[config.mk]
export PLATFORM = sky130hd
export DESIGN_NAME = wbu_flat
export DESIGN_NICKNAME = d
export VERILOG_FILES = /design/src/logic/core_pkg.sv /design/src/logic/core_if.sv /design/src/logic/wbu.sv /design/src/flat_wrapper.sv
export SDC_FILE = /design/constraint.sdc
export NUM_CORES = 1
export LEC_CHECK = 0
export ABC_AREA = 1
export BUFFER_PORTS_ARGS = -buffer_cell sky130_fd_sc_hd__buf_2
export CORE_MARGIN = 4
export CORE_UTILIZATION = 41
export CTS_BUF_LIST = sky130_fd_sc_hd__clkbuf_2 sky130_fd_sc_hd__clkbuf_4 sky130_fd_sc_hd__clkbuf_8
export CTS_CLUSTER_SIZE = 25
export DETAILED_ROUTE_END_ITERATION = 10
export GPL_ROUTABILITY_DRIVEN = 0
export PLACE_DENSITY = 0.89
export SLEW_MARGIN = 20
export SYNTH_ARGS = -nofsm -noshare
export SYNTH_HDL_FRONTEND = slang
export SYNTH_SLANG_ARGS = --single-unit
[constraint.sdc]
create_clock -name clk -period 3.25 [get_ports clk]
set_input_delay 0.65 -clock clk [delete_from_list [all_inputs] [get_ports clk]]
set_output_delay 0.65 -clock clk [all_outputs]
set_load 0.02 [all_outputs]
[src/logic/core_pkg.sv]
package core_pkg;

  parameter int xlen = 32;                 // data path width.

  typedef logic [4:0] reg_addr_t;          // register index, x0 to x31.

  // operations the decoder can produce.
  typedef enum logic [3:0] {
    op_add,                                // r-type add.
    op_sub,                                // r-type sub.
    op_and,                                // r-type and.
    op_or,                                 // r-type or.
    op_xor,                                // r-type xor.
    op_addi,                               // i-type add.
    op_andi,                               // i-type and.
    op_ori,                                // i-type or.
    op_xori,                               // i-type xor.
    op_lui,                                // upper immediate load.
    op_beq,                                // branch if equal.
    op_bne,                                // branch if not equal.
    op_jal,                                // jump and link.
    op_illegal                             // anything else, runs as a no-op.
  } op_e;

  // decode to execute payload.
  typedef struct packed {
    op_e             op;                   // decoded operation.
    reg_addr_t       rd;                   // destination index.
    logic [xlen-1:0] rs1_val;              // first operand value.
    logic [xlen-1:0] rs2_val;              // second operand value.
    logic [xlen-1:0] imm;                  // sign extended immediate.
    logic [xlen-1:0] pc;                   // pc of this instruction.
  } dec_pkt_t;

  // execute to write-back payload.
  typedef struct packed {
    reg_addr_t       rd;                   // destination index.
    logic            we;                   // instruction writes rd.
    logic [xlen-1:0] result;               // value for rd.
    logic [xlen-1:0] next_pc;              // where fetch goes next.
    logic [xlen-1:0] pc;                   // pc of this instruction.
  } exe_pkt_t;

endpackage

[src/logic/core_if.sv]


// valid/ready link between two stages; the payload type is set per link.
interface stage_if #(parameter type payload_t = logic [63:0]) ();

  logic     valid;                         // producer holds data.
  logic     ready;                         // consumer can take it.
  payload_t data;                          // stage payload, pc included.

  modport master (
    output valid, data,
    input  ready
  );

  modport slave (
    input  valid, data,
    output ready
  );

endinterface

[src/logic/wbu.sv]
`timescale 1ns/1ps

module wbu import core_pkg::*; (
  input  logic            clk,
  input  logic            rst,
  stage_if.slave          in,              // exe_pkt_t from execute.
  output logic            wb_we_o,         // register write strobe.
  output reg_addr_t       wb_rd_o,
  output logic [xlen-1:0] wb_data_o,
  output logic            done_o,          // fetch may start again.
  output logic [xlen-1:0] next_pc_o,
  output logic            retire_o,
  output logic [xlen-1:0] retire_pc_o
);

  exe_pkt_t        e;
  logic            done_q;
  logic            we_q;
  reg_addr_t       rd_q;
  logic [xlen-1:0] data_q;
  logic [xlen-1:0] next_pc_q;
  logic [xlen-1:0] pc_q;

  assign e        = in.data;
  assign in.ready = !done_q;               // one packet per pulse.

  always_ff @(posedge clk or negedge rst) begin
    if (!rst) begin
      done_q <= 1'b0;
      we_q   <= 1'b0;
    end else begin
      done_q <= in.valid && in.ready;
      we_q   <= in.valid && in.ready && e.we && (e.rd != '0);  // no strobe for x0.
    end
  end

  always_ff @(posedge clk) begin
    if (in.valid && in.ready) begin
      rd_q      <= e.rd;
      data_q    <= e.result;
      next_pc_q <= e.next_pc;
      pc_q      <= e.pc;
    end
  end

  assign wb_we_o     = we_q;
  assign wb_rd_o     = rd_q;
  assign wb_data_o   = data_q;
  assign done_o      = done_q;             // same cycle as the write strobe.
  assign next_pc_o   = next_pc_q;
  assign retire_o    = done_q;
  assign retire_pc_o = pc_q;

  // nothing may queue behind the retiring instruction.
  a_one_in_flight: assert property (
    @(posedge clk) disable iff (!rst)
    done_o |-> !in.valid
  );

endmodule

[src/flat_wrapper.sv]
// flat-port wrapper written by rule: the top's interface ports become plain ports
module wbu_flat import core_pkg::*;
  (clk, rst, wb_we_o, wb_rd_o, wb_data_o, done_o, next_pc_o, retire_o, retire_pc_o, in_valid, in_data, in_ready);
  stage_if in_i ();
  input  logic clk;
  input  logic rst;
  output logic wb_we_o;
  output reg_addr_t wb_rd_o;
  output logic [xlen-1:0] wb_data_o;
  output logic done_o;
  output logic [xlen-1:0] next_pc_o;
  output logic retire_o;
  output logic [xlen-1:0] retire_pc_o;
  input wire logic [$bits(in_i.valid)-1:0] in_valid;
  input wire logic [$bits(in_i.data)-1:0] in_data;
  output wire logic [$bits(in_i.ready)-1:0] in_ready;
  assign in_i.valid = in_valid;
  assign in_i.data = in_data;
  assign in_ready = in_i.ready;
  wbu u_core (.clk(clk), .rst(rst), .in(in_i), .wb_we_o(wb_we_o), .wb_rd_o(wb_rd_o), .wb_data_o(wb_data_o), .done_o(done_o), .next_pc_o(next_pc_o), .retire_o(retire_o), .retire_pc_o(retire_pc_o));
endmodule
==> impl_metrics.py <==
metrics = {
    "cells_and_area": {
        "diodes": 0,
        "area_growth_syn_to_layout_pct": 36.1,
        "postLayoutCoreUtil_pct": 59.0,
        "finish.net_count": 318,
        "drive_above_1_share_pct": 58.2,
        "final_cells": 326,
        "fin_area_sq_um": 3070,
        "fillers": 437,
    },
    "worst_setup_path": {
        "worstRegToRegCells": 2,
        "critPathMaxFanout": 38,
        "reg2reg_from": "u_core.done_o",
        "crit_arrival_ns": 1.69,
        "rr_endpoint": "u_core.retire_pc_o[21]",
        "crit_required_ns": 3.26,
        "cp-end-kind": "register",
        "start_kind": "register",
        "crit_start": "u_core.done_o",
        "r2r_slack_ns": 1.57,
        "path_class": "reg -> reg",
    },
    "pwr": {
        "worst_ir_drop_vdd_v": 0.000487,
        "p_leak_nw": 1.38,
        "p_per_area_nw_per_um2": 594,
        "design_power_total_mw": 1.83,
    },
    "floorplan": {
        "pin_count": 172,
        "rows": 26,
        "core_sq_um": 5200,
        "die_area_sq_um": 6760,
        "die_h_um": 82.2,
        "die-width_um": 82.2,
        "initial_core_util_pct": 43.4,
    },
    "sta": {
        "tns_ns": 0,
        "final.setup_skew_ns": 0.00867,
        "slew_headroom_pct": 48.6,
        "maxSlewViolCount": 0,
        "rsz0062_at_grt": "false",
        "clock.fmax_ghz": 0.595,
        "setup_viol": 0,
        "min_period_ns": 1.68,
        "finalHoldViolations": 0,
        "hold_ws_ns": 0.101,
        "worstMarginPinSlew_ns": 0.769,
        "fin_ws_ns": 1.57,
        "timing.final.crit_share_pct": 51.7,
    },
    "placement": {
        "port_buffers": 133,
        "dpl-instance-area_sq_um": 2880,
        "hpwlAfterDp_mm": 3.53,
        "place_ws_ns": 1.21,
        "dp.cells": 310,
    },
    "clock_tree": {
        "post_cts_buffers": 0,
        "holdBufCountCts": 0,
        "path_clk_slew_ns": 0.06,
        "cts_made_buffers": 9,
        "clkSinkCount": 65,
        "clk_latency_ns": 0.32,
        "h-tree-depth": 3,
        "postCtsResizedCells": 0,
        "cts_buffer_depth": 2,
        "clockRootBuffer": "clkbuf_8",
        "cts_tree": "built",
    },
    "drt": {
        "wirelength_mm": 4.31,
        "drc": 0,
        "antenna_left": 0,
        "drt_first_pass_iters": 4,
        "drtIter0Drc": 24,
        "vias_per_cell": 3.89,
        "vias": 1268,
        "wl_per_cell_um": 13.2,
    },
    "global_routing": {
        "track_usage_pct": 12.9,
        "antenna_found_initial": 0,
        "grt_max_degree": 39,
        "grt_overflow_total": 0,
        "grt_pass1_vias": 1236,
        "grt_pass1_wl_mm": 6.09,
    },
    "logic_synthesis": {
        "synth-seq-area-share_pct": 86.3,
        "synth.avg_cell_area_sq_um": 20.9,
        "synthDistinctLibCells": 6,
        "netlist_area_sq_um": 2260,
        "synthCells": 108,
        "ys_warn_count": 0,
        "ys_ff_latch": 65,
    },
    "flow_run": {
        "drv_cap": 0,
    },
    "hold_path": {
        "hold_class": "in -> async",
    },
    "outcome": {
        "status": "completed",
    },
}
==> cells in the mapped netlist, drive strengths merged <==
library cell	instances	share of area [%]
nor2	1	0.28
inv	2	0.33
buf	39	13
conb	1	0.17
edfxtp	64	85
dfrtp	1	1.1
==> area by class of cell <==
cell class / instances / area (sq um) / area share, %
clock buffers: 10 / 131 / 4.28
well taps: 70 / 87.6 / 2.85
multi-input cells: 39 / 154 / 5.01
clock inverters: 6 / 58.8 / 1.91
repair buffers: 134 / 686 / 22.3
inverters: 2 / 7.51 / 0.244
flip-flops and latches: 65 / 1950 / 63.4
==> cell usage in the layout (no fill, tap or decap), drive strengths merged <==
| master | Yosys | routed |
|---|---|---|
| nor2 | 1 | 1 |
| edfxtp | 64 | 64 |
| bufinv | 0 | 1 |
| inv | 2 | 2 |
| clkinvlp | 0 | 1 |
| buf | 39 | 134 |
| dfrtp | 1 | 1 |
| clkinv | 0 | 4 |
| clkbuf | 0 | 10 |
| conb | 1 | 38 |
==> cells by family (layout without fill, tap and decap cells) <==
kind of cell           Yosys count  after routing  synth area share (%)
DFF                             65             65                  86.3
buffers and inverters           41            152                  13.3
other                            1             38                 0.166
and+or+nand+nor                  1              1                 0.277
==> state kept, by name, indices dropped and copies added (netlist names) <==
| signal | cells |
|---|---|
| u_core.done_o | 1 |
| u_core.next_pc_o | 32 |
| u_core.retire_pc_o | 32 |
==> worst max path at each step <==
stage | to | slack [ns] | cells after the start
global route | u_core.retire_pc_o[14] | 1.43 | 2
CTS | u_core.retire_pc_o[21] | 1.54 | 2
floorplan | u_core.next_pc_o[0] | 0.48 | 2
detailed placement | u_core.next_pc_o[23] | 1.21 | 4
global placement | u_core.next_pc_o[21] | 1.25 | 4
finish | u_core.retire_pc_o[21] | 1.57 | 2
==> critical path, stage by stage, from the launching register on <==
cell and delay (ns):
dfrtp_1 0.42, nor2_4 0.63, buf_12 0.30
==> where the power goes <==
part / internal [mW] / switching [mW]
Clock: 0.357 / 0.277
Combinational: 0.0605 / 0.145
Sequential: 0.976 / 0.00998
==> routing by layer <==
| layer | share of wire [%] | track usage (%) | vias up |
|---|---|---|---|
| li1 | - | - | 599 |
| met1 | 30 | 11.7 | 574 |
| met2 | 54 | 22.2 | 89 |
| met3 | 14 | 8.13 | 6 |
| met4 | 1.4 | 5.98 | 0 |
| met5 | 0 | 0 | - |
(Power assumes the default switching activity.)
