===== src/logic/core_pkg.sv =====
package core_pkg;

  parameter int xlen = 32;                 // data path width.

  typedef logic [4:0] reg_addr_t;          // register index, x0 to x31.

  // operations the decoder can produce.
  typedef enum logic [3:0] {
    op_add,                                // r-type add.
    op_sub,                                // r-type sub.
    op_and,                                // r-type and.
    op_or,                                 // r-type or.
    op_xor,                                // r-type xor.
    op_addi,                               // i-type add.
    op_andi,                               // i-type and.
    op_ori,                                // i-type or.
    op_xori,                               // i-type xor.
    op_lui,                                // upper immediate load.
    op_beq,                                // branch if equal.
    op_bne,                                // branch if not equal.
    op_jal,                                // jump and link.
    op_illegal                             // anything else, runs as a no-op.
  } op_e;

  // decode to execute payload.
  typedef struct packed {
    op_e             op;                   // decoded operation.
    reg_addr_t       rd;                   // destination index.
    logic [xlen-1:0] rs1_val;              // first operand value.
    logic [xlen-1:0] rs2_val;              // second operand value.
    logic [xlen-1:0] imm;                  // sign extended immediate.
    logic [xlen-1:0] pc;                   // pc of this instruction.
  } dec_pkt_t;

  // execute to write-back payload.
  typedef struct packed {
    reg_addr_t       rd;                   // destination index.
    logic            we;                   // instruction writes rd.
    logic [xlen-1:0] result;               // value for rd.
    logic [xlen-1:0] next_pc;              // where fetch goes next.
    logic [xlen-1:0] pc;                   // pc of this instruction.
  } exe_pkt_t;

endpackage


===== src/logic/core_if.sv =====


// valid/ready link between two stages; the payload type is set per link.
interface stage_if #(parameter type payload_t = logic [63:0]) ();

  logic     valid;                         // producer holds data.
  logic     ready;                         // consumer can take it.
  payload_t data;                          // stage payload, pc included.

  modport master (
    output valid, data,
    input  ready
  );

  modport slave (
    input  valid, data,
    output ready
  );

endinterface


===== src/logic/exu.sv =====
`timescale 1ns/1ps

module exu import core_pkg::*; (
  input  logic    clk,
  input  logic    rst,
  stage_if.slave  in,                      // dec_pkt_t from decode.
  stage_if.master out                      // exe_pkt_t to write-back.
);

  dec_pkt_t        d;
  exe_pkt_t        res;
  exe_pkt_t        pkt_q;
  logic            valid_q;
  logic [xlen-1:0] pc_plus4;
  logic [xlen-1:0] pc_target;              // pc plus immediate.
  logic            eq;

  assign d         = in.data;
  assign pc_plus4  = d.pc + xlen'(4);
  assign pc_target = d.pc + d.imm;
  assign eq        = (d.rs1_val == d.rs2_val);

  always_comb begin
    res.rd      = d.rd;
    res.pc      = d.pc;
    res.we      = 1'b1;                    // cleared below for no-write ops.
    res.result  = '0;
    res.next_pc = pc_plus4;
    case (d.op)
      op_add:  res.result = d.rs1_val + d.rs2_val;
      op_sub:  res.result = d.rs1_val - d.rs2_val;
      op_and:  res.result = d.rs1_val & d.rs2_val;
      op_or:   res.result = d.rs1_val | d.rs2_val;
      op_xor:  res.result = d.rs1_val ^ d.rs2_val;
      op_addi: res.result = d.rs1_val + d.imm;
      op_andi: res.result = d.rs1_val & d.imm;
      op_ori:  res.result = d.rs1_val | d.imm;
      op_xori: res.result = d.rs1_val ^ d.imm;
      op_lui:  res.result = d.imm;
      op_beq: begin
        res.we = 1'b0;
        if (eq) res.next_pc = pc_target;
      end
      op_bne: begin
        res.we = 1'b0;
        if (!eq) res.next_pc = pc_target;
      end
      op_jal: begin
        res.result  = pc_plus4;            // link value.
        res.next_pc = pc_target;
      end
      default: res.we = 1'b0;              // illegal, falls through to pc+4.
    endcase
  end

  assign in.ready  = !valid_q;
  assign out.valid = valid_q;
  assign out.data  = pkt_q;

  always_ff @(posedge clk or negedge rst) begin
    if (!rst) valid_q <= 1'b0;
    else if (in.valid && in.ready) valid_q <= 1'b1;
    else if (out.ready) valid_q <= 1'b0;
  end

  always_ff @(posedge clk) begin
    if (in.valid && in.ready) pkt_q <= res;
  end

  // targets come from decoded immediates, fetch needs word addresses.
  a_next_pc_aligned: assert property (
    @(posedge clk) disable iff (!rst)
    out.valid |-> pkt_q.next_pc[1:0] == 2'b00
  );

endmodule


===== src/flat_wrapper.sv =====
// flat-port wrapper written by rule: the top's interface ports become plain ports
module exu_flat import core_pkg::*;
  (clk, rst, in_valid, in_data, in_ready, out_valid, out_data, out_ready);
  stage_if in_i ();
  stage_if out_i ();
  input  logic clk;
  input  logic rst;
  input wire logic [$bits(in_i.valid)-1:0] in_valid;
  input wire logic [$bits(in_i.data)-1:0] in_data;
  output wire logic [$bits(in_i.ready)-1:0] in_ready;
  output wire logic [$bits(out_i.valid)-1:0] out_valid;
  output wire logic [$bits(out_i.data)-1:0] out_data;
  input wire logic [$bits(out_i.ready)-1:0] out_ready;
  assign in_i.valid = in_valid;
  assign in_i.data = in_data;
  assign in_ready = in_i.ready;
  assign out_valid = out_i.valid;
  assign out_data = out_i.data;
  assign out_i.ready = out_ready;
  exu u_core (.clk(clk), .rst(rst), .in(in_i), .out(out_i));
endmodule

===== config.mk =====
export PLATFORM = sky130hd
export DESIGN_NAME = exu_flat
export DESIGN_NICKNAME = d
export VERILOG_FILES = /design/src/logic/core_pkg.sv /design/src/logic/core_if.sv /design/src/logic/exu.sv /design/src/flat_wrapper.sv
export SDC_FILE = /design/constraint.sdc
export NUM_CORES = 1
export LEC_CHECK = 0
export BUFFER_PORTS_ARGS = -buffer_cell sky130_fd_sc_hd__buf_2
export CELL_PAD_IN_SITES_DETAIL_PLACEMENT = 1
export CELL_PAD_IN_SITES_GLOBAL_PLACEMENT = 2
export CORE_MARGIN = 3
export CORE_UTILIZATION = 28
export CTS_CLUSTER_DIAMETER = 40
export CTS_CLUSTER_SIZE = 25
export DETAILED_ROUTE_END_ITERATION = 8
export HOLD_SLACK_MARGIN = 0.12
export PLACE_DENSITY = 0.85
export SETUP_SLACK_MARGIN = 0.4
export SLEW_MARGIN = 25
export SYNTH_ARGS = -nofsm -noshare
export SYNTH_HDL_FRONTEND = slang
export SYNTH_SLANG_ARGS = --single-unit

===== constraint.sdc =====
create_clock -name clk -period 5.2 [get_ports clk]
set_clock_uncertainty 0.1 [all_clocks]
set_input_delay 0.52 -clock clk [delete_from_list [all_inputs] [get_ports clk]]
set_output_delay 0.52 -clock clk [all_outputs]
set_load 0.01 [all_outputs]

==> results.md <==
Synth:
- Synthesis inferred 63 register bits.
- The number of distinct library cells after synthesis is 23.
- The cell taking the most area after synthesis is edfxtp_1.
- In the synthesized netlist the dominant register cell turns out to be edfxtp_1.
- Synthesis produced 154 cells.
- The net count of the mapped netlist is 223.
- The share of synthesized area in the top cell type comes to 0.736.
- The total number of yosys warnings is 0.
- The number of flops mapped to enable cells by yosys is 62.
- For this run, the register share of the synthesized area comes to 0.746.
- For this run, asynchronously set or reset flops after synthesis account for 0.0159.
- A synthesized cell averages 16.4 um2.
- Yosys attributes the largest share of cell area to edfxtp_1 74%, xnor2_1 8.7%, nand4_1 3.0%.
- The synthesized netlist occupies a cell area of 0.00253 mm2.

Drt:
- After detailed routing, the average wire length per cell comes to 16.4 um.
- The remaining routing DRC violations is 0.
- The total wire length is 6.21 mm.
- The number of vias in the routed layout is 1706.
- The violation count after the first detailed-routing iteration is 28.
- The iteration count of the initial detailed-routing pass is 4.
- The ratio of routed vias to standard cells is 4.51.
- The final antenna-violating net count is 0.

Setup path:
- The arrival time at the worst endpoint is 1.92 ns.
- For flop-to-flop paths, the worst setup slack is 3.16 ns.
- The maximum fanout encountered on the critical timing path is 37.
- The worst register-to-register path begins at u_core.out.valid.
- The data required time of the worst path is 5.08 ns.
- The capture point of the worst reg-to-reg path is u_core.out.data[11].
- The worst reg-to-reg path cell count is 2.
- The setup path with the least slack is of type flop to flop.
- The critical path launch point type is a flop.
- On the critical path, the stage with the largest delay is an instance of nor2b_4.
- In this design, the stage delay of the slowest critical-path cell is 0.61 ns.
- The endpoint kind of the worst setup timing path is a flop.
- Traced cell by cell, the critical path runs through nor2b_4 > buf_4.

Floorplanning:
- The initial standard-cell utilization of the core is 0.289.
- The floorplan step defined a core boundary enclosing 0.00876 mm2.
- The die is 101 um tall.
- The number of core rows is 34.
- The floorplan die width is 101 um.
- The overall die area is 0.0102 mm2.
- For this design the top-level I/O count stands at 134.

Global routing:
- The via count of the first global-routing pass is 1836.
- The maximum number of pins on one net before global-route repair is 38.
- Summed over all layers, the global routing overflow is 0.
- The initial antenna violation count came to 0.
- The total routing resource utilization after global routing is 0.125.
- The first global-routing pass estimated 9.50 mm of wire.

Clock network:
- The tree is rooted in a clkbuf_8.
- The total clock sinks is 63.
- The later pin in the worst-skew pair is clocked with a latency of 0.33 ns.
- The clock passes through at most 2 buffers.
- The TritonCTS clock tree is built.
- Buffers added to address setup during post-CTS repair amount to 0.
- The clock tree synthesis step divided the H-tree into 3 levels.
- After clock tree synthesis, the clock-pin slew on the worst setup and hold paths is 0.07 ns.
- The clock buffer count from CTS is 9.

Status:
- The flow ran to the end, and the final reports show no timing, DRC or antenna violations.

Power and ir drop:
- The design draws 1.14 mW.
- The leakage power is 1.30 nW.
- VDD sags by at most 0.000110 V.
- The power density over the cells is 339 mW/mm2.

Timing:
- The final max-slew violation count is 0.
- Setup violations remaining at the end of the flow were counted as 0.
- The tightest hold path in the finished design has a slack of 0.256 ns.
- The highest achievable clock rate is 491 MHz.
- The sum of negative setup slack is 0 ns.
- Measured against its own limit, the worst slew margin works out to 0.507.
- The clock period minus worst slack is 2.04 ns.
- The number of hold violations in the final report is 0.
- The slew at the pin closest to its max-slew limit is 0.738 ns.
- Setup repair after global routing left no endpoint under its margin.
- Of the available clock period, the critical path in the final layout requires 0.392.

Final layout:
- The layout cell share with drive strength beyond 1 is 0.452.
- The synthesis-to-finish area growth is 32.7%.
- The net count of the finished layout is 335.
- For this run, the share of the core covered by cells in the final layout is 0.383.
- After routing the design area is 0.00336 mm2.
- Summing all flip-flop and latch instances after layout gives 0.00189 mm2.
- The antenna diode count is 0.
- The number of fill cells in the layout is 963.
- The footprint of the multi-input gates is 617 um2.

Worst hold path:
- The number of stages on the worst hold path is 2.
- The launch point of the worst hold path is out_ready.
- The worst hold path belongs to the class input pin to flop.
- For hold timing, the worst endpoint is u_core.out.valid.

Placed design:
- Summing all placed instances gives a cell area of 0.00317 mm2.
- During placement, the flow inserted port buffers numbering 101.
- The routability-driven placement congestion ratio is 0.723.
- The half-perimeter wire length after placement is 4.58 mm.

Job:
- Max-cap violations in this run came to 0.
==> area by class of cell <==
class | instances | area share
Clock inverter | 5 | 0.0149
Inverter | 5 | 0.00559
Timing Repair Buffer | 103 | 0.156
Sequential cell | 63 | 0.562
Tap cell | 108 | 0.0402
Multi-Input combinational cell | 84 | 0.184
Clock buffer | 10 | 0.0380
==> metrics by stage <==
| step | instances | setup slack (ns) |
|---|---|---|
| 6_report | 378 | 3.16 |
| 4_1_cts | 378 | 3.09 |
| 5_1_grt | 378 | 2.96 |
| 2_1_floorplan | 154 | 1.34 |
| 3_3_place_gp | 362 | 2.93 |
| 3_5_place_dp | 362 | 2.90 |
==> cells by family (layout without fill, tap and decap cells) <==
group / Yosys count / after routing / synth area share
simple gates: 54 / 54 / 0.136
xor+xnor: 28 / 28 / 0.0969
buf+inv: 7 / 123 / 0.0134
compound gates: 1 / 1 / 0.00297
fa+ha+maj: 1 / 1 / 0.00494
flops: 63 / 63 / 0.746
==> layout by cell type (no fill, tap or decap), types with 3 or more instances in the layout <==
cell type / instances
nand2_1: 11
xnor2_1: 25
nor2_1: 5
edfxtp_1: 62
xor2_1: 3
buf_2: 101
nand3_1: 9
nand4_1: 12
and3_1: 4
inv_1: 5
clkbuf_8: 9
==> worst max-delay path by stage <==
| stage | cells after the start | to | slack [ns] | startpoint |
|---|---|---|---|---|
| after floorplan | 1 | u_core.out.data[0] | 1.34 | in_valid |
| after global placement | 6 | u_core.out.data[50] | 2.93 | in_data[2] |
| after detailed placement | 6 | u_core.out.data[62] | 2.90 | in_data[2] |
| after CTS | 2 | u_core.out.data[43] | 3.09 | u_core.out.valid |
| after global routing | 2 | u_core.out.data[21] | 2.96 | u_core.out.valid |
| final | 2 | u_core.out.data[11] | 3.16 | u_core.out.valid |
==> what timing repair did <==
action | in CTS | in global routing
resized for setup | 0 | 0
setup endpoints to repair | 0 | 0
hold buffers | 1 | 0
hold endpoints to repair | 1 | 0
==> critical path: cells and delay by family (launching register included) <==
family	cells	cell delay [ns]
simple gates	1	0.61
flops	1	0.42
buf+inv	1	0.52
==> state kept, by name, summed over array words and instances (netlist names) <==
name,flops
u_core.out.data,62
u_core.out.valid,1
==> synth_stat cells (2+ instances only) <==
cell	instances
edfxtp_1	62
xnor2_1	25
nand4_1	12
nand2_1	11
nand3_1	9
inv_1	5
nor2_1	5
and3_1	4
xor2_1	3
buf_4	2
nand4b_1	2
nor2_2	2
nor4_1	2
==> power breakdown <==
group | internal (mW) | switching [mW]
logic | 0.0468 | 0.0796
clock network | 0.215 | 0.181
registers | 0.605 | 0.0101
total | 0.866 | 0.271
==> metal layers <==
metal / vias up / wire [um] / GRT usage
li1: 807 / - / -
met1: 817 / 2370 / 0.141
met2: 72 / 3260 / 0.213
met3: 10 / 476 / 0.0457
met4: 0 / 102 / 0.0501
met5: - / 0 / 0
Note: power is estimated with default switching activity, not from simulation.
