[src/logic/core_pkg.sv]
package core_pkg;

  parameter int xlen = 32;                 // data path width.

  typedef logic [4:0] reg_addr_t;          // register index, x0 to x31.

  // operations the decoder can produce.
  typedef enum logic [3:0] {
    op_add,                                // r-type add.
    op_sub,                                // r-type sub.
    op_and,                                // r-type and.
    op_or,                                 // r-type or.
    op_xor,                                // r-type xor.
    op_addi,                               // i-type add.
    op_andi,                               // i-type and.
    op_ori,                                // i-type or.
    op_xori,                               // i-type xor.
    op_lui,                                // upper immediate load.
    op_beq,                                // branch if equal.
    op_bne,                                // branch if not equal.
    op_jal,                                // jump and link.
    op_illegal                             // anything else, runs as a no-op.
  } op_e;

  // decode to execute payload.
  typedef struct packed {
    op_e             op;                   // decoded operation.
    reg_addr_t       rd;                   // destination index.
    logic [xlen-1:0] rs1_val;              // first operand value.
    logic [xlen-1:0] rs2_val;              // second operand value.
    logic [xlen-1:0] imm;                  // sign extended immediate.
    logic [xlen-1:0] pc;                   // pc of this instruction.
  } dec_pkt_t;

  // execute to write-back payload.
  typedef struct packed {
    reg_addr_t       rd;                   // destination index.
    logic            we;                   // instruction writes rd.
    logic [xlen-1:0] result;               // value for rd.
    logic [xlen-1:0] next_pc;              // where fetch goes next.
    logic [xlen-1:0] pc;                   // pc of this instruction.
  } exe_pkt_t;

endpackage

[src/logic/bus_pkg.sv]
package bus_pkg;

  // byte address width on the instruction read channel.
  parameter int addr_w = 32;

  // type used for the memory depth, counted in 32-bit words.
  typedef int unsigned depth_t;

endpackage

[src/logic/core_if.sv]
`timescale 1ns/1ps

// instruction read channel, address phase then data phase.
interface axi_rd_if import bus_pkg::*; ();

  logic              arvalid;              // address valid.
  logic              arready;              // address accepted.
  logic [addr_w-1:0] araddr;               // byte address.
  logic              rvalid;               // data valid.
  logic              rready;               // data taken.
  logic [31:0]       rdata;                // instruction word.

  modport master (
    output arvalid, araddr, rready,
    input  arready, rvalid, rdata
  );

  modport slave (
    input  arvalid, araddr, rready,
    output arready, rvalid, rdata
  );

endinterface

// valid/ready link between two stages; the payload type is set per link.
interface stage_if #(parameter type payload_t = logic [63:0]) ();

  logic     valid;                         // producer holds data.
  logic     ready;                         // consumer can take it.
  payload_t data;                          // stage payload, pc included.

  modport master (
    output valid, data,
    input  ready
  );

  modport slave (
    input  valid, data,
    output ready
  );

endinterface

[src/logic/ifu.sv]
`timescale 1ns/1ps

module ifu import core_pkg::*, bus_pkg::*; (
  input  logic            clk,
  input  logic            rst,
  input  logic            boot_i,          // first fetch starts at pc 0.
  input  logic            done_i,          // retire from wbu.
  input  logic [xlen-1:0] next_pc_i,       // pc after the retired instruction.
  axi_rd_if.master        bus,
  stage_if.master         out
);

  typedef enum logic [1:0] {
    st_idle         = 2'b00,
    st_wait_arready = 2'b01,
    st_wait_rvalid  = 2'b10,
    st_wait_ready   = 2'b11
  } state_e;

  state_e          state_q;
  state_e          state_d;
  logic [xlen-1:0] pc_q;                   // address of the fetch in flight.
  logic [31:0]     inst_q;                 // captured instruction word.
  logic            start;                  // kick from boot or retire.

  assign start = (boot_i || done_i) && (state_q == st_idle);

  assign bus.arvalid = (state_q == st_wait_arready);
  assign bus.araddr  = addr_w'(pc_q);     // pc only moves in idle.
  assign bus.rready  = (state_q == st_wait_rvalid);
  assign out.valid   = (state_q == st_wait_ready);
  assign out.data    = {pc_q, inst_q};     // pc in the upper half.

  always_comb begin
    state_d = state_q;
    case (state_q)
      st_idle:         if (start)       state_d = st_wait_arready;
      st_wait_arready: if (bus.arready) state_d = st_wait_rvalid;
      st_wait_rvalid:  if (bus.rvalid)  state_d = st_wait_ready;
      st_wait_ready:   if (out.ready)   state_d = st_idle;
      default:                          state_d = st_idle;
    endcase
  end

  always_ff @(posedge clk or negedge rst) begin
    if (!rst) begin
      state_q <= st_idle;
      pc_q    <= '0;                       // boot fetches from address 0.
    end else begin
      state_q <= state_d;
      if (start && done_i) pc_q <= next_pc_i;  // redirect comes with retire.
    end
  end

  always_ff @(posedge clk) begin
    if (bus.rvalid && bus.rready) inst_q <= bus.rdata;  // hold until decode takes it.
  end

  // a retire that arrives during a fetch would be lost.
  a_done_in_idle: assert property (
    @(posedge clk) disable iff (!rst)
    done_i |-> state_q == st_idle
  );

endmodule

[src/flat_wrapper.sv]
// flat-port wrapper written by rule: the top's interface ports become plain ports
module ifu_flat import core_pkg::*, bus_pkg::*;
  (clk, rst, boot_i, done_i, next_pc_i, bus_arvalid, bus_araddr, bus_rready, bus_arready, bus_rvalid, bus_rdata, out_valid, out_data, out_ready);
  axi_rd_if bus_i ();
  stage_if out_i ();
  input  logic clk;
  input  logic rst;
  input  logic boot_i;
  input  logic done_i;
  input  logic [xlen-1:0] next_pc_i;
  output wire logic [$bits(bus_i.arvalid)-1:0] bus_arvalid;
  output wire logic [$bits(bus_i.araddr)-1:0] bus_araddr;
  output wire logic [$bits(bus_i.rready)-1:0] bus_rready;
  input wire logic [$bits(bus_i.arready)-1:0] bus_arready;
  input wire logic [$bits(bus_i.rvalid)-1:0] bus_rvalid;
  input wire logic [$bits(bus_i.rdata)-1:0] bus_rdata;
  output wire logic [$bits(out_i.valid)-1:0] out_valid;
  output wire logic [$bits(out_i.data)-1:0] out_data;
  input wire logic [$bits(out_i.ready)-1:0] out_ready;
  assign bus_arvalid = bus_i.arvalid;
  assign bus_araddr = bus_i.araddr;
  assign bus_rready = bus_i.rready;
  assign bus_i.arready = bus_arready;
  assign bus_i.rvalid = bus_rvalid;
  assign bus_i.rdata = bus_rdata;
  assign out_valid = out_i.valid;
  assign out_data = out_i.data;
  assign out_i.ready = out_ready;
  ifu u_core (.clk(clk), .rst(rst), .boot_i(boot_i), .done_i(done_i), .next_pc_i(next_pc_i), .bus(bus_i), .out(out_i));
endmodule
[config.mk]
export PLATFORM = sky130hd
export DESIGN_NAME = ifu_flat
export DESIGN_NICKNAME = d
export VERILOG_FILES = /design/src/logic/core_pkg.sv /design/src/logic/bus_pkg.sv /design/src/logic/core_if.sv /design/src/logic/ifu.sv /design/src/flat_wrapper.sv
export SDC_FILE = /design/constraint.sdc
export NUM_CORES = 1
export LEC_CHECK = 0
export BUFFER_PORTS_ARGS = -buffer_cell sky130_fd_sc_hd__buf_2
export CAP_MARGIN = 5
export CORE_MARGIN = 5
export CORE_UTILIZATION = 24
export CTS_CLUSTER_DIAMETER = 30
export DETAILED_ROUTE_END_ITERATION = 7
export PLACE_DENSITY = 0.51
export RECOVER_POWER = 25
export SYNTH_ARGS = -nofsm -noshare
export SYNTH_HDL_FRONTEND = slang
export SYNTH_SLANG_ARGS = --single-unit
export TNS_END_PERCENT = 20
[constraint.sdc]
create_clock -name clk -period 1.8 [get_ports clk]
set_input_delay 0.27 -clock clk [delete_from_list [all_inputs] [get_ports clk]]
set_output_delay 0.27 -clock clk [all_outputs]
set_load 0.01 [all_outputs]
==> results of run 1 <==
[per-stage QoR]
stage | area, um^2 | instances
2_1_floorplan | 2600 | 150
3_3_place_gp | 3410 | 427
3_5_place_dp | 3410 | 427
4_1_cts | 3620 | 443
5_1_grt | 3620 | 444
6_report | 3620 | 444
[cells by family after synthesis]
group	Yosys count	share of synthesized area
AOI/OAI and AO/OA	3	0.0183
adders and majority gates	5	0.0240
buffers and inverters	37	0.104
DFF	66	0.696
muxes	33	0.144
and+or+nand+nor	6	0.0139
[synth_stat cells (all sizes together)]
cell type  number  area (um^2)
a2111oi         1         27.5
mux2           33          375
o32a            1         11.3
dfrtp          34          851
ha              5         62.6
and2            1         7.51
a211o           1         8.76
inv             2         7.51
nor2            1         3.75
nor2b           3         21.3
edfxtp         32          961
nand2           1         3.75
buf            35          263
[routing by layer]
metal  vias up  global-route usage
met5         -                   0
met4         0              0.0499
met3         6              0.0365
met2        77               0.156
met1       841               0.109
li1        790                   -
[worst register-to-register path: cells and delay by family (launching register included)]
family                   cells  cell delay (ns)
buffers and inverters        1             0.10
AO/OA/AOI/OAI                1             0.36
multiplexers                 1             0.33
AND/OR/NAND/NOR              1             0.18
flip-flops                   1             0.40
adder cells (fa/ha/maj)      1             0.24
[worst paths after layout]
kind / from / to / slack (ns) / cells past startpoint
worst max-delay path: u_core.state_q[0]$_DFFE_PN0P_ / u_core.state_q[1]$_DFFE_PN0P_ / 0.09 / 5
worst min-delay path: rst / u_core.bus.araddr[27]$_DFFE_PN0P_ / 0.05 / 1
worst max register to register: u_core.state_q[0]$_DFFE_PN0P_ / u_core.state_q[1]$_DFFE_PN0P_ / 0.09 / 5
worst min register to register: u_core.bus.araddr[7]$_DFFE_PN0P_ / u_core.bus.araddr[7]$_DFFE_PN0P_ / 0.52 / 1
max in group asynchronous: rst / u_core.state_q[1]$_DFFE_PN0P_ / 1.20 / 1
min in group clk: bus_rdata[1] / u_core.inst_q[1]$_DFFE_PP_ / 0.10 / 1
[area by class of cell]
| class | count | area, um^2 | area share |
|---|---|---|---|
| diodes | 1 | 2.50 | 0.000691 |
| inverters | 2 | 7.51 | 0.00207 |
| clock buffers | 11 | 131 | 0.0363 |
| repair buffers | 172 | 893 | 0.247 |
| clock inverters | 5 | 78.8 | 0.0218 |
| well taps | 140 | 175 | 0.0484 |
| flip-flops and latches | 66 | 1810 | 0.500 |
| multi-input cells | 47 | 522 | 0.144 |
[power breakdown]
group,internal [mW],switching [mW]
logic,1.18,1.17
clock network,0.779,0.563
registers,2.14,0.289
total,4.10,2.02
[sequential cells by signal, summed over array words and instances (netlist names)]
| signal | count |
|---|---|
| u_core.bus.araddr | 32 |
| u_core.inst_q | 32 |
| u_core.state_q | 2 |
==> run metrics, run 1 <==
# fillers=between 1000 and 1500; largest net degree at the start of global routing=35; dpl hpwl=4760 um; dpl ws=0.0954 ns; drt via density=3.86; DRT iter0 DRCs=41; first-pass GRT wire length=9230 um; maximum VDD drop=a little under 0.6 mV; CTS tree=yes; hold slack=between 0.04 and 0.05 ns; Final Max Tran Viols=0; post-layout util=0.337; Mapped Cells=150; crit-path cells=inv_1 -> ha_1 -> nor2b_2 -> a2111oi_4 -> mux2_4; M1 WL=roughly 2300 um; Num CTS Buffers=9; Core Rows=38; Max H-tree Level=3; Clock Sinks=66; share of layout cells above drive strength 1=0.736; metal3 WL=about 520 um; CP peak stage delay=roughly 0.40 ns; root buf cell=clkbuf_8; height of the die=approximately 110 um; Die X=114 um; crit start category=flip-flop; most common cell after layout, fill and taps aside=buf_2; largest buffer count on any clock path=2; Total GRT Usage=0.0957; worst-margin pin slew=between 0.8 and 0.9 ns; WS Path Type=reg -> reg; Seq cells post-synth=66; sequential share of the synthesized area=0.696; Avg WL per Cell=about 14 um; Final TNS setup=0 ns; IO Pins=170; CP delay by family, top=flip-flops; total gr overflow=0; cts repair resizes=0; leak pwr=between 1.5 and 2 nW; core footprint=roughly 11000 um^2; crit path time final=1.71 ns; gpl congestion=~0.69; syn_area_per_cell=between 15 and 20 um^2; syn nets=approximately 230; vias in the first global route=approximately 1800; final-report setup violation count=0; outcome=complete, no violations; die area=13000 um^2; final setup margin=between 0.09 and 0.1 ns; Layout area overhead=39.1%; met2 wire length=~3200 um; fin crit share=0.949; hold buffers post-CTS=0; synthesized area=between 2000 and 3000 um^2; Hold Path Class=in -> async; Slowest cell on crit path=dfrtp_1; CP Capture Type=flip-flop; drt drc=0; Cell variety after synth=15; Nets=roughly 370; CP arrival=roughly 1.9 ns; DRT antenna net count=0; RSZ-0062 raised after global routing=no; largest fanout on the critical path=4; vias=between 1500 and 2000; max_slew headroom=0.408; Yosys Warn Count=0; Setup Buffers After CTS=0; latest clock arrival within the worst-skew pair=0.34 ns; First-pass DRT Iterations=4; clock skew=about 0.008 ns; most frequent cells in the layout=168 x buf_2, 34 x dfrtp_1, 32 x mux2_2, 32 x edfxtp_1, 9 x clkbuf_8; Tot Pwr=between 6 and 7 mW; power per cell area=between 1500 and 2000 nW/um^2; WP buf/inv=1; Post-Route WL=roughly 6200 um; Port-buffer cells=approximately 170; effective utilization at floorplan=0.242; final hold viol count=0; initial antenna violation count=1; Max Cap Viol=0; Worst Path Required=just over 2 ns; highest metal used=met4; fmax=585 MHz; clk slew on worst S/H paths=about 0.07 ns
Note: power is estimated with default switching activity, not from simulation.
==> inputs of run 2 (changes only) <==
Settings changed: CORE_ASPECT_RATIO from default to 1.2, REMOVE_ABC_BUFFERS from default to 1.
==> run 2 against run 1 <==
Compared with the run above: final cell count down 2.3%; final area up 2.7%; maximum frequency up 0.21%; clock skew down 0.0024 ns; largest power group unchanged.
==> run metrics, run 2 (synthesis results as in run 1) <==
fin crit share=0.947; CTS tree=yes; fmax=roughly 600 MHz; clk slew on worst S/H paths=around 0.06 ns; crit path time final=about 1.7 ns; Final Max Tran Viols=0; Clock Sinks=66; Setup Buffers After CTS=0; final-report setup violation count=0; worst-margin pin slew=0.925 ns; Max H-tree Level=3; Die X=approximately 110 um; gpl congestion=between 0.6 and 0.7; Final TNS setup=0 ns; crit start category=flip-flop; dpl hpwl=roughly 4800 um; Nets=between 300 and 400; Worst Path Required=approximately 2.0 ns; most common cell after layout, fill and taps aside=buf_2; first-pass GRT wire length=9560 um; Port-buffer cells=169; CP peak stage delay=roughly 0.4 ns; leak pwr=approximately 1.8 nW; DRT iter0 DRCs=39; IO Pins=170; post-layout util=0.352; core footprint=around 11000 um^2; WS Path Type=reg -> reg; die area=between 10000 and 15000 um^2; drt drc=0; Hold Startpoint=bus_rdata[3]; Tot Pwr=around 6.6 mW; RSZ-0062 raised after global routing=no; vias=between 1500 and 2000; Core Rows=41; latest clock arrival within the worst-skew pair=around 0.33 ns; drt via density=just under 4; largest net degree at the start of global routing=35; R2R cell count=5; multi-input logic area=522 um^2; R2R Setup Slk=0.1 ns; maximum VDD drop=0.783 mV; largest fanout on the critical path=4; most frequent cells in the layout=168 x buf_2, 34 x dfrtp_1, 32 x mux2_2, 32 x edfxtp_1, 9 x clkbuf_16; final hold viol count=0; crit-path cells=inv_1 -> ha_1 -> nor2b_2 -> a2111oi_4 -> mux2_4; Total GRT Usage=0.0959; Num CTS Buffers=9; effective utilization at floorplan=0.246; ant diodes=0; root buf cell=clkbuf_16; total gr overflow=0; largest buffer count on any clock path=2; CP Capture Type=flip-flop; height of the die=around 120 um; initial antenna violation count=0; power per cell area=1780 nW/um^2; clock skew=~0.0057 ns; Reg area=about 1800 um^2; Max Cap Viol=0; vias in the first global route=roughly 1900; share of layout cells above drive strength 1=0.731; CP arrival=around 1.9 ns; First-pass DRT Iterations=4; # fillers=~1000; max_slew headroom=0.383; Avg WL per Cell=about 15 um; reg2reg end=u_core.state_q[1]$_DFFE_PN0P_; outcome=complete, no violations; Layout area overhead=42.9%; hold endpoint=u_core.inst_q[3]$_DFFE_PP_; Post-Route WL=roughly 6300 um; Slowest cell on crit path=dfrtp_1; Reg-to-Reg Start=u_core.state_q[0]$_DFFE_PN0P_; Hold Path Class=in -> reg; DRT antenna net count=0; Hold Crit Depth=1
-- run 2: cell types whose count changed in the layout (fill, tap and decap cells not counted), sizes merged --
cell | previous run | this run
dlygate4sd3 | 0 | 1
clkinvlp | 0 | 1
diode | 1 | 0
-- run 2: through the flow --
step                hold WS, ns  instance area [um^2]  cells  setup slack [ns]
floorplan               -0.0256                  2340    115            -0.128
global placement          0.353                  3400    417             0.160
detailed placement        0.351                  3400    417            0.0953
finish                    0.119                  3720    434            0.0951
CTS                       0.102                  3720    434            0.0933
global route              0.101                  3720    434            0.0235
-- run 2: layout make-up --
class                           instances  area share
Tap cell                              129      0.0434
Sequential cell                        66       0.487
Inverter                                2     0.00202
Timing Repair Buffer                  174       0.244
Clock buffer                           10      0.0616
Clock inverter                          6      0.0219
Multi-Input combinational cell         47       0.140
-- run 2: how the worst max path moves through the flow --
| stage | from | endpoint | slack [ns] | cells past startpoint |
|---|---|---|---|---|
| finish | u_core.state_q[0]$_DFFE_PN0P_ | u_core.state_q[1]$_DFFE_PN0P_ | 0.1 | 5 |
| global route | u_core.state_q[0]$_DFFE_PN0P_ | u_core.state_q[1]$_DFFE_PN0P_ | 0.02 | 5 |
| CTS | u_core.state_q[0]$_DFFE_PN0P_ | u_core.state_q[1]$_DFFE_PN0P_ | 0.09 | 5 |
| detailed placement | u_core.state_q[0]$_DFFE_PN0P_ | u_core.state_q[1]$_DFFE_PN0P_ | 0.1 | 5 |
| global placement | u_core.state_q[0]$_DFFE_PN0P_ | u_core.state_q[1]$_DFFE_PN0P_ | 0.16 | 5 |
| floorplan | u_core.state_q[0]$_DFFE_PN0P_ | u_core.bus.araddr[0]$_DFFE_PN0P_ | -0.13 | 4 |
-- run 2: report_power, final --
part / switching, mW / internal, mW / total, mW
logic: 1.18 / 1.19 / 2.37
clock network: 0.612 / 1.20 / 1.81
registers: 0.315 / 2.14 / 2.46
total: 2.11 / 4.53 / 6.64
-- run 2: timing repair --
action	CTS	global route
hold endpoints to repair	8	0
endpoints found under the setup margin	0	0
resized for setup	0	0
hold buffers	1	0
-- run 2: worst max-delay path, delay by kind of cell, from the launching register on --
family                     cells  cell delay, ns
and+or+nand+nor                1            0.18
DFF                            1            0.39
buffers and inverters          1            0.10
adders and majority gates      1            0.24
muxes                          1            0.33
AOI/OAI and AO/OA              1            0.36
-- run 2: layer usage --
| layer | wire length, um | vias up | global-route usage | part of all wire |
|---|---|---|---|---|
| li1 | - | 797 | - | - |
| met3 | 690 | 12 | 0.0337 | 0.11 |
| met2 | 2750 | 127 | 0.148 | 0.44 |
| met4 | 137 | 0 | 0.0600 | 0.022 |
| met1 | 2740 | 782 | 0.114 | 0.43 |
| met5 | 0 | - | 0 | 0 |
