<file path="src/logic/core_pkg.sv">
package core_pkg;

  parameter int xlen = 32;                 // data path width.

  typedef logic [4:0] reg_addr_t;          // register index, x0 to x31.

  // operations the decoder can produce.
  typedef enum logic [3:0] {
    op_add,                                // r-type add.
    op_sub,                                // r-type sub.
    op_and,                                // r-type and.
    op_or,                                 // r-type or.
    op_xor,                                // r-type xor.
    op_addi,                               // i-type add.
    op_andi,                               // i-type and.
    op_ori,                                // i-type or.
    op_xori,                               // i-type xor.
    op_lui,                                // upper immediate load.
    op_beq,                                // branch if equal.
    op_bne,                                // branch if not equal.
    op_jal,                                // jump and link.
    op_illegal                             // anything else, runs as a no-op.
  } op_e;

  // decode to execute payload.
  typedef struct packed {
    op_e             op;                   // decoded operation.
    reg_addr_t       rd;                   // destination index.
    logic [xlen-1:0] rs1_val;              // first operand value.
    logic [xlen-1:0] rs2_val;              // second operand value.
    logic [xlen-1:0] imm;                  // sign extended immediate.
    logic [xlen-1:0] pc;                   // pc of this instruction.
  } dec_pkt_t;

  // execute to write-back payload.
  typedef struct packed {
    reg_addr_t       rd;                   // destination index.
    logic            we;                   // instruction writes rd.
    logic [xlen-1:0] result;               // value for rd.
    logic [xlen-1:0] next_pc;              // where fetch goes next.
    logic [xlen-1:0] pc;                   // pc of this instruction.
  } exe_pkt_t;

endpackage

</file>
<file path="src/logic/core_if.sv">


// valid/ready link between two stages; the payload type is set per link.
interface stage_if #(parameter type payload_t = logic [63:0]) ();

  logic     valid;                         // producer holds data.
  logic     ready;                         // consumer can take it.
  payload_t data;                          // stage payload, pc included.

  modport master (
    output valid, data,
    input  ready
  );

  modport slave (
    input  valid, data,
    output ready
  );

endinterface

</file>
<file path="src/logic/idu.sv">
`timescale 1ns/1ps

module idu import core_pkg::*; (
  input  logic            clk,
  input  logic            rst,
  stage_if.slave          in,              // {pc, instruction} from fetch.
  stage_if.master         out,             // dec_pkt_t to execute.
  input  logic            wb_we_i,
  input  reg_addr_t       wb_rd_i,
  input  logic [xlen-1:0] wb_data_i
);

  logic [xlen-1:0] regs [32];              // register file.
  logic [xlen-1:0] pc;
  logic [31:0]     inst;
  logic [6:0]      opcode;
  logic [2:0]      funct3;
  logic [6:0]      funct7;
  reg_addr_t       rs1;
  reg_addr_t       rs2;
  op_e             dec_op;
  logic [xlen-1:0] dec_imm;
  dec_pkt_t        dec;
  dec_pkt_t        pkt_q;
  logic            valid_q;

  assign {pc, inst} = in.data;
  assign opcode     = inst[6:0];
  assign funct3     = inst[14:12];
  assign funct7     = inst[31:25];
  assign rs1        = inst[19:15];
  assign rs2        = inst[24:20];

  always_comb begin
    dec_op  = op_illegal;
    dec_imm = '0;
    case (opcode)
      7'b0110011: begin                    // register-register alu.
        if (funct7 == 7'b0000000) begin
          case (funct3)
            3'b000:  dec_op = op_add;
            3'b100:  dec_op = op_xor;
            3'b110:  dec_op = op_or;
            3'b111:  dec_op = op_and;
            default: dec_op = op_illegal;
          endcase
        end else if (funct7 == 7'b0100000 && funct3 == 3'b000) begin
          dec_op = op_sub;
        end
      end
      7'b0010011: begin                    // immediate alu.
        dec_imm = {{20{inst[31]}}, inst[31:20]};
        case (funct3)
          3'b000:  dec_op = op_addi;
          3'b100:  dec_op = op_xori;
          3'b110:  dec_op = op_ori;
          3'b111:  dec_op = op_andi;
          default: dec_op = op_illegal;
        endcase
      end
      7'b0110111: begin
        dec_op  = op_lui;
        dec_imm = {inst[31:12], 12'b0};
      end
      7'b1100011: begin                    // beq and bne only.
        dec_imm = {{19{inst[31]}}, inst[31], inst[7], inst[30:25], inst[11:8], 1'b0};
        if (funct3 == 3'b000) dec_op = op_beq;
        else if (funct3 == 3'b001) dec_op = op_bne;
      end
      7'b1101111: begin
        dec_op  = op_jal;
        dec_imm = {{11{inst[31]}}, inst[31], inst[19:12], inst[20], inst[30:21], 1'b0};
      end
      default: dec_op = op_illegal;
    endcase
  end

  always_comb begin
    dec.op      = dec_op;
    dec.rd      = inst[11:7];
    dec.rs1_val = (rs1 == '0) ? '0 : regs[rs1];  // x0 reads zero.
    dec.rs2_val = (rs2 == '0) ? '0 : regs[rs2];
    dec.imm     = dec_imm;
    dec.pc      = pc;
  end

  assign in.ready  = !valid_q;             // full output register stalls fetch.
  assign out.valid = valid_q;
  assign out.data  = pkt_q;

  always_ff @(posedge clk or negedge rst) begin
    if (!rst) begin
      valid_q <= 1'b0;
      for (int i = 0; i < 32; i++) regs[i] <= '0;
    end else begin
      if (in.valid && in.ready) valid_q <= 1'b1;
      else if (out.ready) valid_q <= 1'b0;
      if (wb_we_i && wb_rd_i != '0) regs[wb_rd_i] <= wb_data_i;  // x0 stays 0.
    end
  end

  always_ff @(posedge clk) begin
    if (in.valid && in.ready) pkt_q <= dec;
  end

endmodule

</file>
<file path="src/flat_wrapper.sv">
// flat-port wrapper written by rule: the top's interface ports become plain ports
module idu_flat import core_pkg::*;
  (clk, rst, wb_we_i, wb_rd_i, wb_data_i, in_valid, in_data, in_ready, out_valid, out_data, out_ready);
  stage_if in_i ();
  stage_if out_i ();
  input  logic clk;
  input  logic rst;
  input  logic wb_we_i;
  input  reg_addr_t wb_rd_i;
  input  logic [xlen-1:0] wb_data_i;
  input wire logic [$bits(in_i.valid)-1:0] in_valid;
  input wire logic [$bits(in_i.data)-1:0] in_data;
  output wire logic [$bits(in_i.ready)-1:0] in_ready;
  output wire logic [$bits(out_i.valid)-1:0] out_valid;
  output wire logic [$bits(out_i.data)-1:0] out_data;
  input wire logic [$bits(out_i.ready)-1:0] out_ready;
  assign in_i.valid = in_valid;
  assign in_i.data = in_data;
  assign in_ready = in_i.ready;
  assign out_valid = out_i.valid;
  assign out_data = out_i.data;
  assign out_i.ready = out_ready;
  idu u_core (.clk(clk), .rst(rst), .in(in_i), .out(out_i), .wb_we_i(wb_we_i), .wb_rd_i(wb_rd_i), .wb_data_i(wb_data_i));
endmodule
</file>
<file path="config.mk">
export PLATFORM = sky130hd
export DESIGN_NAME = idu_flat
export DESIGN_NICKNAME = d
export VERILOG_FILES = /design/src/logic/core_pkg.sv /design/src/logic/core_if.sv /design/src/logic/idu.sv /design/src/flat_wrapper.sv
export SDC_FILE = /design/constraint.sdc
export NUM_CORES = 1
export LEC_CHECK = 0
export CAP_MARGIN = 10
export CORE_ASPECT_RATIO = 1.25
export CORE_MARGIN = 2
export CORE_UTILIZATION = 60
export CTS_CLUSTER_DIAMETER = 150
export DETAILED_ROUTE_END_ITERATION = 10
export DONT_BUFFER_PORTS = 1
export PLACE_DENSITY = 0.76
export SLEW_MARGIN = 0
export SYNTH_ARGS = -nofsm -noshare
export SYNTH_HDL_FRONTEND = slang
export SYNTH_SLANG_ARGS = --single-unit
</file>
<file path="constraint.sdc">
create_clock -name clk -period 5.14 [get_ports clk]
set_clock_uncertainty 0.05 [all_clocks]
set_input_delay 0.771 -clock clk [delete_from_list [all_inputs] [get_ports clk]]
set_output_delay 0.771 -clock clk [all_outputs]
set_load 0.005 [all_outputs]
</file>
==> summary.md, run 1 <==
| Metric | Value |
|---|---|
| Worst-path clk slew | `0.06 ns` |
| Total power | `about 1.0 mW` |
| Final hold viol count | `0` |
| # port buffers | `0` |
| Vias in the first global route | `1,149` |
| Clk sinks | `65` |
| CTS Buf Count | `9` |
| Ys flop type | `edfxtp_1` |
| Pwr dens | `roughly 390 mW/mm2` |
| Average vias per placed instance | `5.92` |
| Post-CTS resize count | `0` |
| Clock Path Buffers | `2` |
| HPWL after DPL | `approximately 3100 um` |
| Drt pass-1 iters | `4` |
| GRT Total Usage | `0.188` |
| Post-layout nets | `around 240` |
| First-pass GRT wire length | `about 5900 um` |
| Dominant cell type by area after synthesis | `edfxtp_1` |
| GPL Wtd Cong | `approximately 0.82` |
| Initial Utilization | `0.633` |
| Multi-input gate area | `around 450 um2` |
| Worst path slowest cell | `nor2_1` |
| Slew @ Worst Pin | `0.757 ns` |
| Normalized max-slew margin | `0.495` |
| Clk_lat worst skew | `0.31 ns` |
| Layer with the highest usage | `met2` |
| Slew Limit Fails | `0` |
| I/O pin cnt | `172` |
| Comb pwr share | `0.036` |
| CP max stage delay | `just under 0.6 ns` |
| Post-Syn Nets | `between 200 and 250` |
| Worst slack, placed | `2.99 ns` |
| Fin Setup TNS | `0 ns` |
| Ys Warns | `0` |
| Final worst setup slack | `3.30 ns` |
| Internal Power | `0.824 mW` |
| Setup-failing EPs final | `0` |
| Post-synth EDFFs | `64` |
| Max Cap Viol | `0` |
| Antenna violations before repair | `0` |
| Clk network pwr share | `0.344` |
| Register area share after synthesis | `0.805` |
| Diode count | `0` |
| Area Growth Syn to Fin | `9.89%` |
| Arr. time, crit path | `slightly below 2 ns` |
| Final-layout fill cell count | `274` |
| Peak VDD IR | `between 0.15 and 0.2 mV` |
| Critical path fanouts, max | `11` |
| DRC | `0` |
| Worst path required time | `5.24 ns` |
| Final period util | `0.359` |
| Cell with the most instances after synthesis | `edfxtp_1` |
| Met1 usage | `0.191` |
| CTS tree | `done` |
| Hold WS | `0.0930 ns` |
| Via count | `1,149` |
| Fmax | `543 MHz` |
| Routed len/inst | `roughly 22 um` |
| Routed wire length | `4300 um` |
| CTS H-tree depth | `3` |
| CTS Hold Bufs | `0` |
| Post-CTS setup buffer count | `0` |
| Post-synthesis async set-or-reset flop share | `0.0154` |
| Layout cells sized above 1 | `0.171` |
| Crit path launch type | `input port` |
| Sequential share of power | `0.621` |
| Post-Syn Instances | `approximately 130` |
| Switching Fraction | `0.211` |
| Cell Area, Synth | `between 0.002 and 0.0025 mm2` |
| Crit end category | `flop` |
| Switching pwr | `~0.22 mW` |
| Die X-Extent | `60.8 um` |
| Cells along the critical path | `or3b_1, nor2_1, o2bb2ai_1` |
| Met2 Use GR | `0.313` |
| GRT met3 Usage | `0.0997` |
| Hold WC Path Type | `in -> async` |
| Buf/Inv on CP | `0` |
| Yosys cell types | `28` |
| Fin crit period | `1.84 ns` |
| Die H | `75.0 um` |
| Largest net degree at the start of global routing | `66` |
| Core area | `0.00382 mm2` |
| Synth Register Bits | `65` |
| Synth top cells by count | `64 x edfxtp_1, 12 x o2bb2ai_1, 8 x a21o_1` |
| Number of DRC markers in iteration 0 | `42` |
| Die area | `0.00456 mm2` |
| Clk root buf | `clkbuf_8` |
| Row cnt | `25` |
| CP delay by family, top | `simple AND/OR/NAND/NOR gates` |
| Status | `finished, final reports clean` |
| WS Path Type | `in -> reg` |
| Reg2reg start | `u_core.out.valid` |
| Worst Setup SP | `in_data[6]` |
| Register area | `0.00195 mm2` |
| Static Leak | `0.904 nW` |
| Synth top area share | `0.795` |
| RSZ-0062 raised after global routing | `false` |
| Total grt overflow | `0` |
| Most area-consuming cells after synthesis | `edfxtp_1 80%, o2bb2ai_1 4.3%, a21o_1 2.5%` |
| Post-route ant nets | `0` |
| Post-Syn Area per Cell | `19.2 um2` |
sequential cells by signal (all words and copies together) (netlist names):
name and flops:
u_core.out.data 64, u_core.out.valid 1
layer usage:
metal,routed length [um],vias up
met5,0,-
met4,35,0
met3,368,4
met2,2310,77
met1,1590,539
li1,-,529
stage by stage:
stage / std cells / cell area [um2] / util
after CTS: 194 / 2660 / 0.696
after global routing: 194 / 2660 / 0.696
after floorplan: 126 / 2420 / -
final: 194 / 2660 / 0.696
after global placement: 178 / 2480 / 0.651
after detailed placement: 178 / 2480 / 0.651
power by group through the flow:
stage | Clock (mW) | Combinational [mW] | Sequential, mW
after detailed placement | 0 | 0.0373 | 0.660
after floorplan | 0 | 0.0296 | 0.656
after CTS | 0.369 | 0.0374 | 0.649
final | 0.359 | 0.0371 | 0.648
after global placement | 0 | 0.0353 | 0.659
after global routing | 0.387 | 0.0410 | 0.652
cell type report:
class                           count  area share
Sequential cell                    65       0.733
Tap cell                           54      0.0254
Clock buffer                       11      0.0532
Inverter                            3     0.00424
Clock inverter                      5      0.0118
Timing Repair Buffer                1     0.00283
Multi-Input combinational cell     55       0.170
kinds of logic after synthesis:
| group | after synthesis | share of synthesized area |
|---|---|---|
| DFF | 65 | 0.805 |
| AOI/OAI and AO/OA | 32 | 0.119 |
| and+or+nand+nor | 22 | 0.0611 |
| buffers and inverters | 6 | 0.0114 |
| xor gates and xnor gates | 1 | 0.00362 |
layout by cell type, fill, tap and decap left out, types with 3 or more instances in the layout:
cell type	synthesis	routed
edfxtp_1	64	64
o2bb2ai_1	12	12
clkbuf_8	0	10
a21o_1	8	8
nor3b_1	7	7
nor2_1	5	5
a22o_1	4	4
inv_1	3	3
clkinv_2	0	3
final timing paths:
kind	cells past startpoint	endpoint	slack, ns
min in group clk	1	u_core.out.valid	0.48
worst max register to register	2	u_core.out.data[56]	3.53
worst min-delay path	0	u_core.out.valid	0.09
worst min register to register	2	u_core.out.valid	0.62
max in group asynchronous	0	u_core.out.valid	4.88
worst max-delay path	3	u_core.out.data[56]	3.30
(Power assumes the default switching activity.)
==> run 2: changes to the inputs <==
CORE_UTILIZATION = 55   (was 60)
PLACE_DENSITY = 0.73   (was 0.76)
clock period = 1.6 ns   (was 5.14 ns; I/O delays follow)
==> summary.md, run 2 (synthesized netlist as in run 1, its figures left out) <==
| Metric | Value |
|---|---|
| Status | `finished, final reports clean (unchanged)` |
| CTS Hold Bufs | `34 (was 0)` |
| WS Path Type | `reg -> reg (was in -> reg)` |
| FF-to-FF path depth | `2 (unchanged)` |
| Hold WS | `0.0550 ns (was 0.0930 ns)` |
| Routed wire length | `5000 um (was 4300 um)` |
| Setup-failing EPs final | `0 (unchanged)` |
| Clk sinks | `65 (unchanged)` |
| First-pass GRT wire length | `7310 um (was 5850 um)` |
| Post-CTS resize count | `0 (unchanged)` |
| Hold WC Path Type | `in -> reg (was in -> async)` |
| Final period util | `0.823` |
| Arr. time, crit path | `1.25 ns (was 1.94 ns)` |
| Max Cap Viol | `0 (unchanged)` |
| Peak VDD IR | `0.570 mV (was 0.191 mV)` |
| Diode count | `0 (unchanged)` |
| GPL Wtd Cong | `0.775 (was 0.822)` |
| Static Leak | `1.06 nW (was 0.904 nW)` |
| Number of DRC markers in iteration 0 | `138 (was 42)` |
| CTS Buf Count | `9 (unchanged)` |
| Fin crit period | `approximately 1.3 ns` |
| HPWL after DPL | `3330 um (was 3130 um)` |
| Vias in the first global route | `1,319 (was 1,149)` |
| Pwr dens | `1160 mW/mm2 (was 393 mW/mm2)` |
| DRC | `0 (unchanged)` |
| Total grt overflow | `0 (unchanged)` |
| Antenna violations before repair | `0 (unchanged)` |
| Commonest non-fill, non-tap cell in the layout | `edfxtp_1 (unchanged)` |
| CTS H-tree depth | `3 (unchanged)` |
| Via count | `1,348 (was 1,149)` |
| # port buffers | `0 (unchanged)` |
| Fin util | `0.728 (was 0.696)` |
| CTS tree | `done (unchanged)` |
| Routed len/inst | `21.6 um (was 22.2 um)` |
| Final-layout fill cell count | `273 (was 274)` |
| Post-CTS setup buffer count | `0 (unchanged)` |
| Final hold viol count | `0 (unchanged)` |
| Row cnt | `26 (was 25)` |
| Most frequent cells in the layout | `64 x edfxtp_1, 34 x dlygate4sd3_1, 12 x o2bb2ai_1, 9 x clkbuf_8, 8 x a21o_1 (was 64 x edfxtp_1, 12 x o2bb2ai_1, 10 x clkbuf_8, 8 x a21o_1, 7 x nor3b_1)` |
| Post-layout nets | `277 (was 241)` |
| Crit end category | `flop (unchanged)` |
| Worst path required time | `1.54 ns (was 5.24 ns)` |
| Worst-path clk slew | `0.06 ns (about the same)` |
| Hold depth | `1` |
| Die area | `0.00494 mm2 (was 0.00456 mm2)` |
| Drt pass-1 iters | `4 (unchanged)` |
| Final Cell Area | `0.00303 mm2 (was 0.00266 mm2)` |
| Initial Utilization | `0.581 (was 0.633)` |
| Fmax | `between 700 and 800 MHz` |
| Clk_lat worst skew | `0.32 ns (was 0.31 ns)` |
| Crit path launch type | `flop (was input port)` |
| Register area | `0.00195 mm2 (unchanged)` |
| Die H | `78.1 um (was 75.0 um)` |
| Average vias per placed instance | `5.81 (was 5.92)` |
| Post-route ant nets | `0 (unchanged)` |
| Die X-Extent | `63.3 um (was 60.8 um)` |
| Area Growth Syn to Fin | `25.4% (was 9.89%)` |
| Layout cells sized above 1 | `0.125 (was 0.171)` |
| Clk root buf | `clkbuf_8 (unchanged)` |
| Largest net degree at the start of global routing | `66 (unchanged)` |
| Slew @ Worst Pin | `0.719 ns (was 0.757 ns)` |
| Critical path fanouts, max | `65 (was 11)` |
| Clock Path Buffers | `2 (unchanged)` |
| I/O pin cnt | `172 (unchanged)` |
| Slew Limit Fails | `0 (unchanged)` |
| Normalized max-slew margin | `0.520 (was 0.495)` |
| Core area | `0.00416 mm2 (was 0.00382 mm2)` |
| Multi-input gate area | `450 um2 (unchanged)` |
| Largest register FFs | `64 (unchanged)` |
| RSZ-0062 raised after global routing | `false (unchanged)` |
| GRT Total Usage | `0.208 (was 0.188)` |
| Dpl cell area | `0.00251 mm2 (was 0.00248 mm2)` |
==> run 2: final timing paths <==
check | start | end | slack [ns]
setup / recovery | u_core.out.valid | u_core.out.data[7] | 0.28
hold / removal | in_data[13] | u_core.out.data[45] | 0.05
setup reg to reg | u_core.out.valid | u_core.out.data[7] | 0.28
hold reg to reg | u_core.out.valid | u_core.out.valid | 0.65
max in group asynchronous | rst | u_core.out.valid | 1.33
min in group asynchronous | rst | u_core.out.valid | 0.07
==> run 2: per-stage QoR <==
stage / setup TNS, ns / worst slack (ns) / std cells / power [mW]
after CTS: 0 / 0.295 / 232 / 3.56
after floorplan: -17.04 / -0.264 / 126 / 2.20
after global placement: 0 / 0.219 / 182 / 2.24
after global routing: 0 / 0.256 / 232 / 3.66
after detailed placement: 0 / 0.0776 / 182 / 2.25
final: 0 / 0.283 / 232 / 3.52
==> run 2: layout make-up <==
type / count / area share
flip-flops and latches: 65 / 0.642
multi-input cells: 55 / 0.149
repair buffers: 37 / 0.124
clock buffers: 11 / 0.0433
well taps: 56 / 0.0231
clock inverters: 5 / 0.0153
inverters: 3 / 0.00371
==> run 2: critical path: stages (launching register included) <==
cell and delay (ns):
dfrtp_1 0.44, nor2b_4 0.16, buf_12 0.31
==> run 2: report_power, final <==
| group | switching (mW) | internal [mW] |
|---|---|---|
| sequential | 0.0686 | 2.02 |
| clock | 0.534 | 0.702 |
| combinational | 0.107 | 0.0938 |
==> run 2: routing by layer <==
| layer | vias to the layer above | share of wire | track usage |
|---|---|---|---|
| met5 | - | 0 | 0 |
| met4 | 0 | 0.011 | 0.0913 |
| met1 | 647 | 0.37 | 0.230 |
| li1 | 603 | - | - |
| met3 | 4 | 0.10 | 0.105 |
| met2 | 94 | 0.51 | 0.337 |
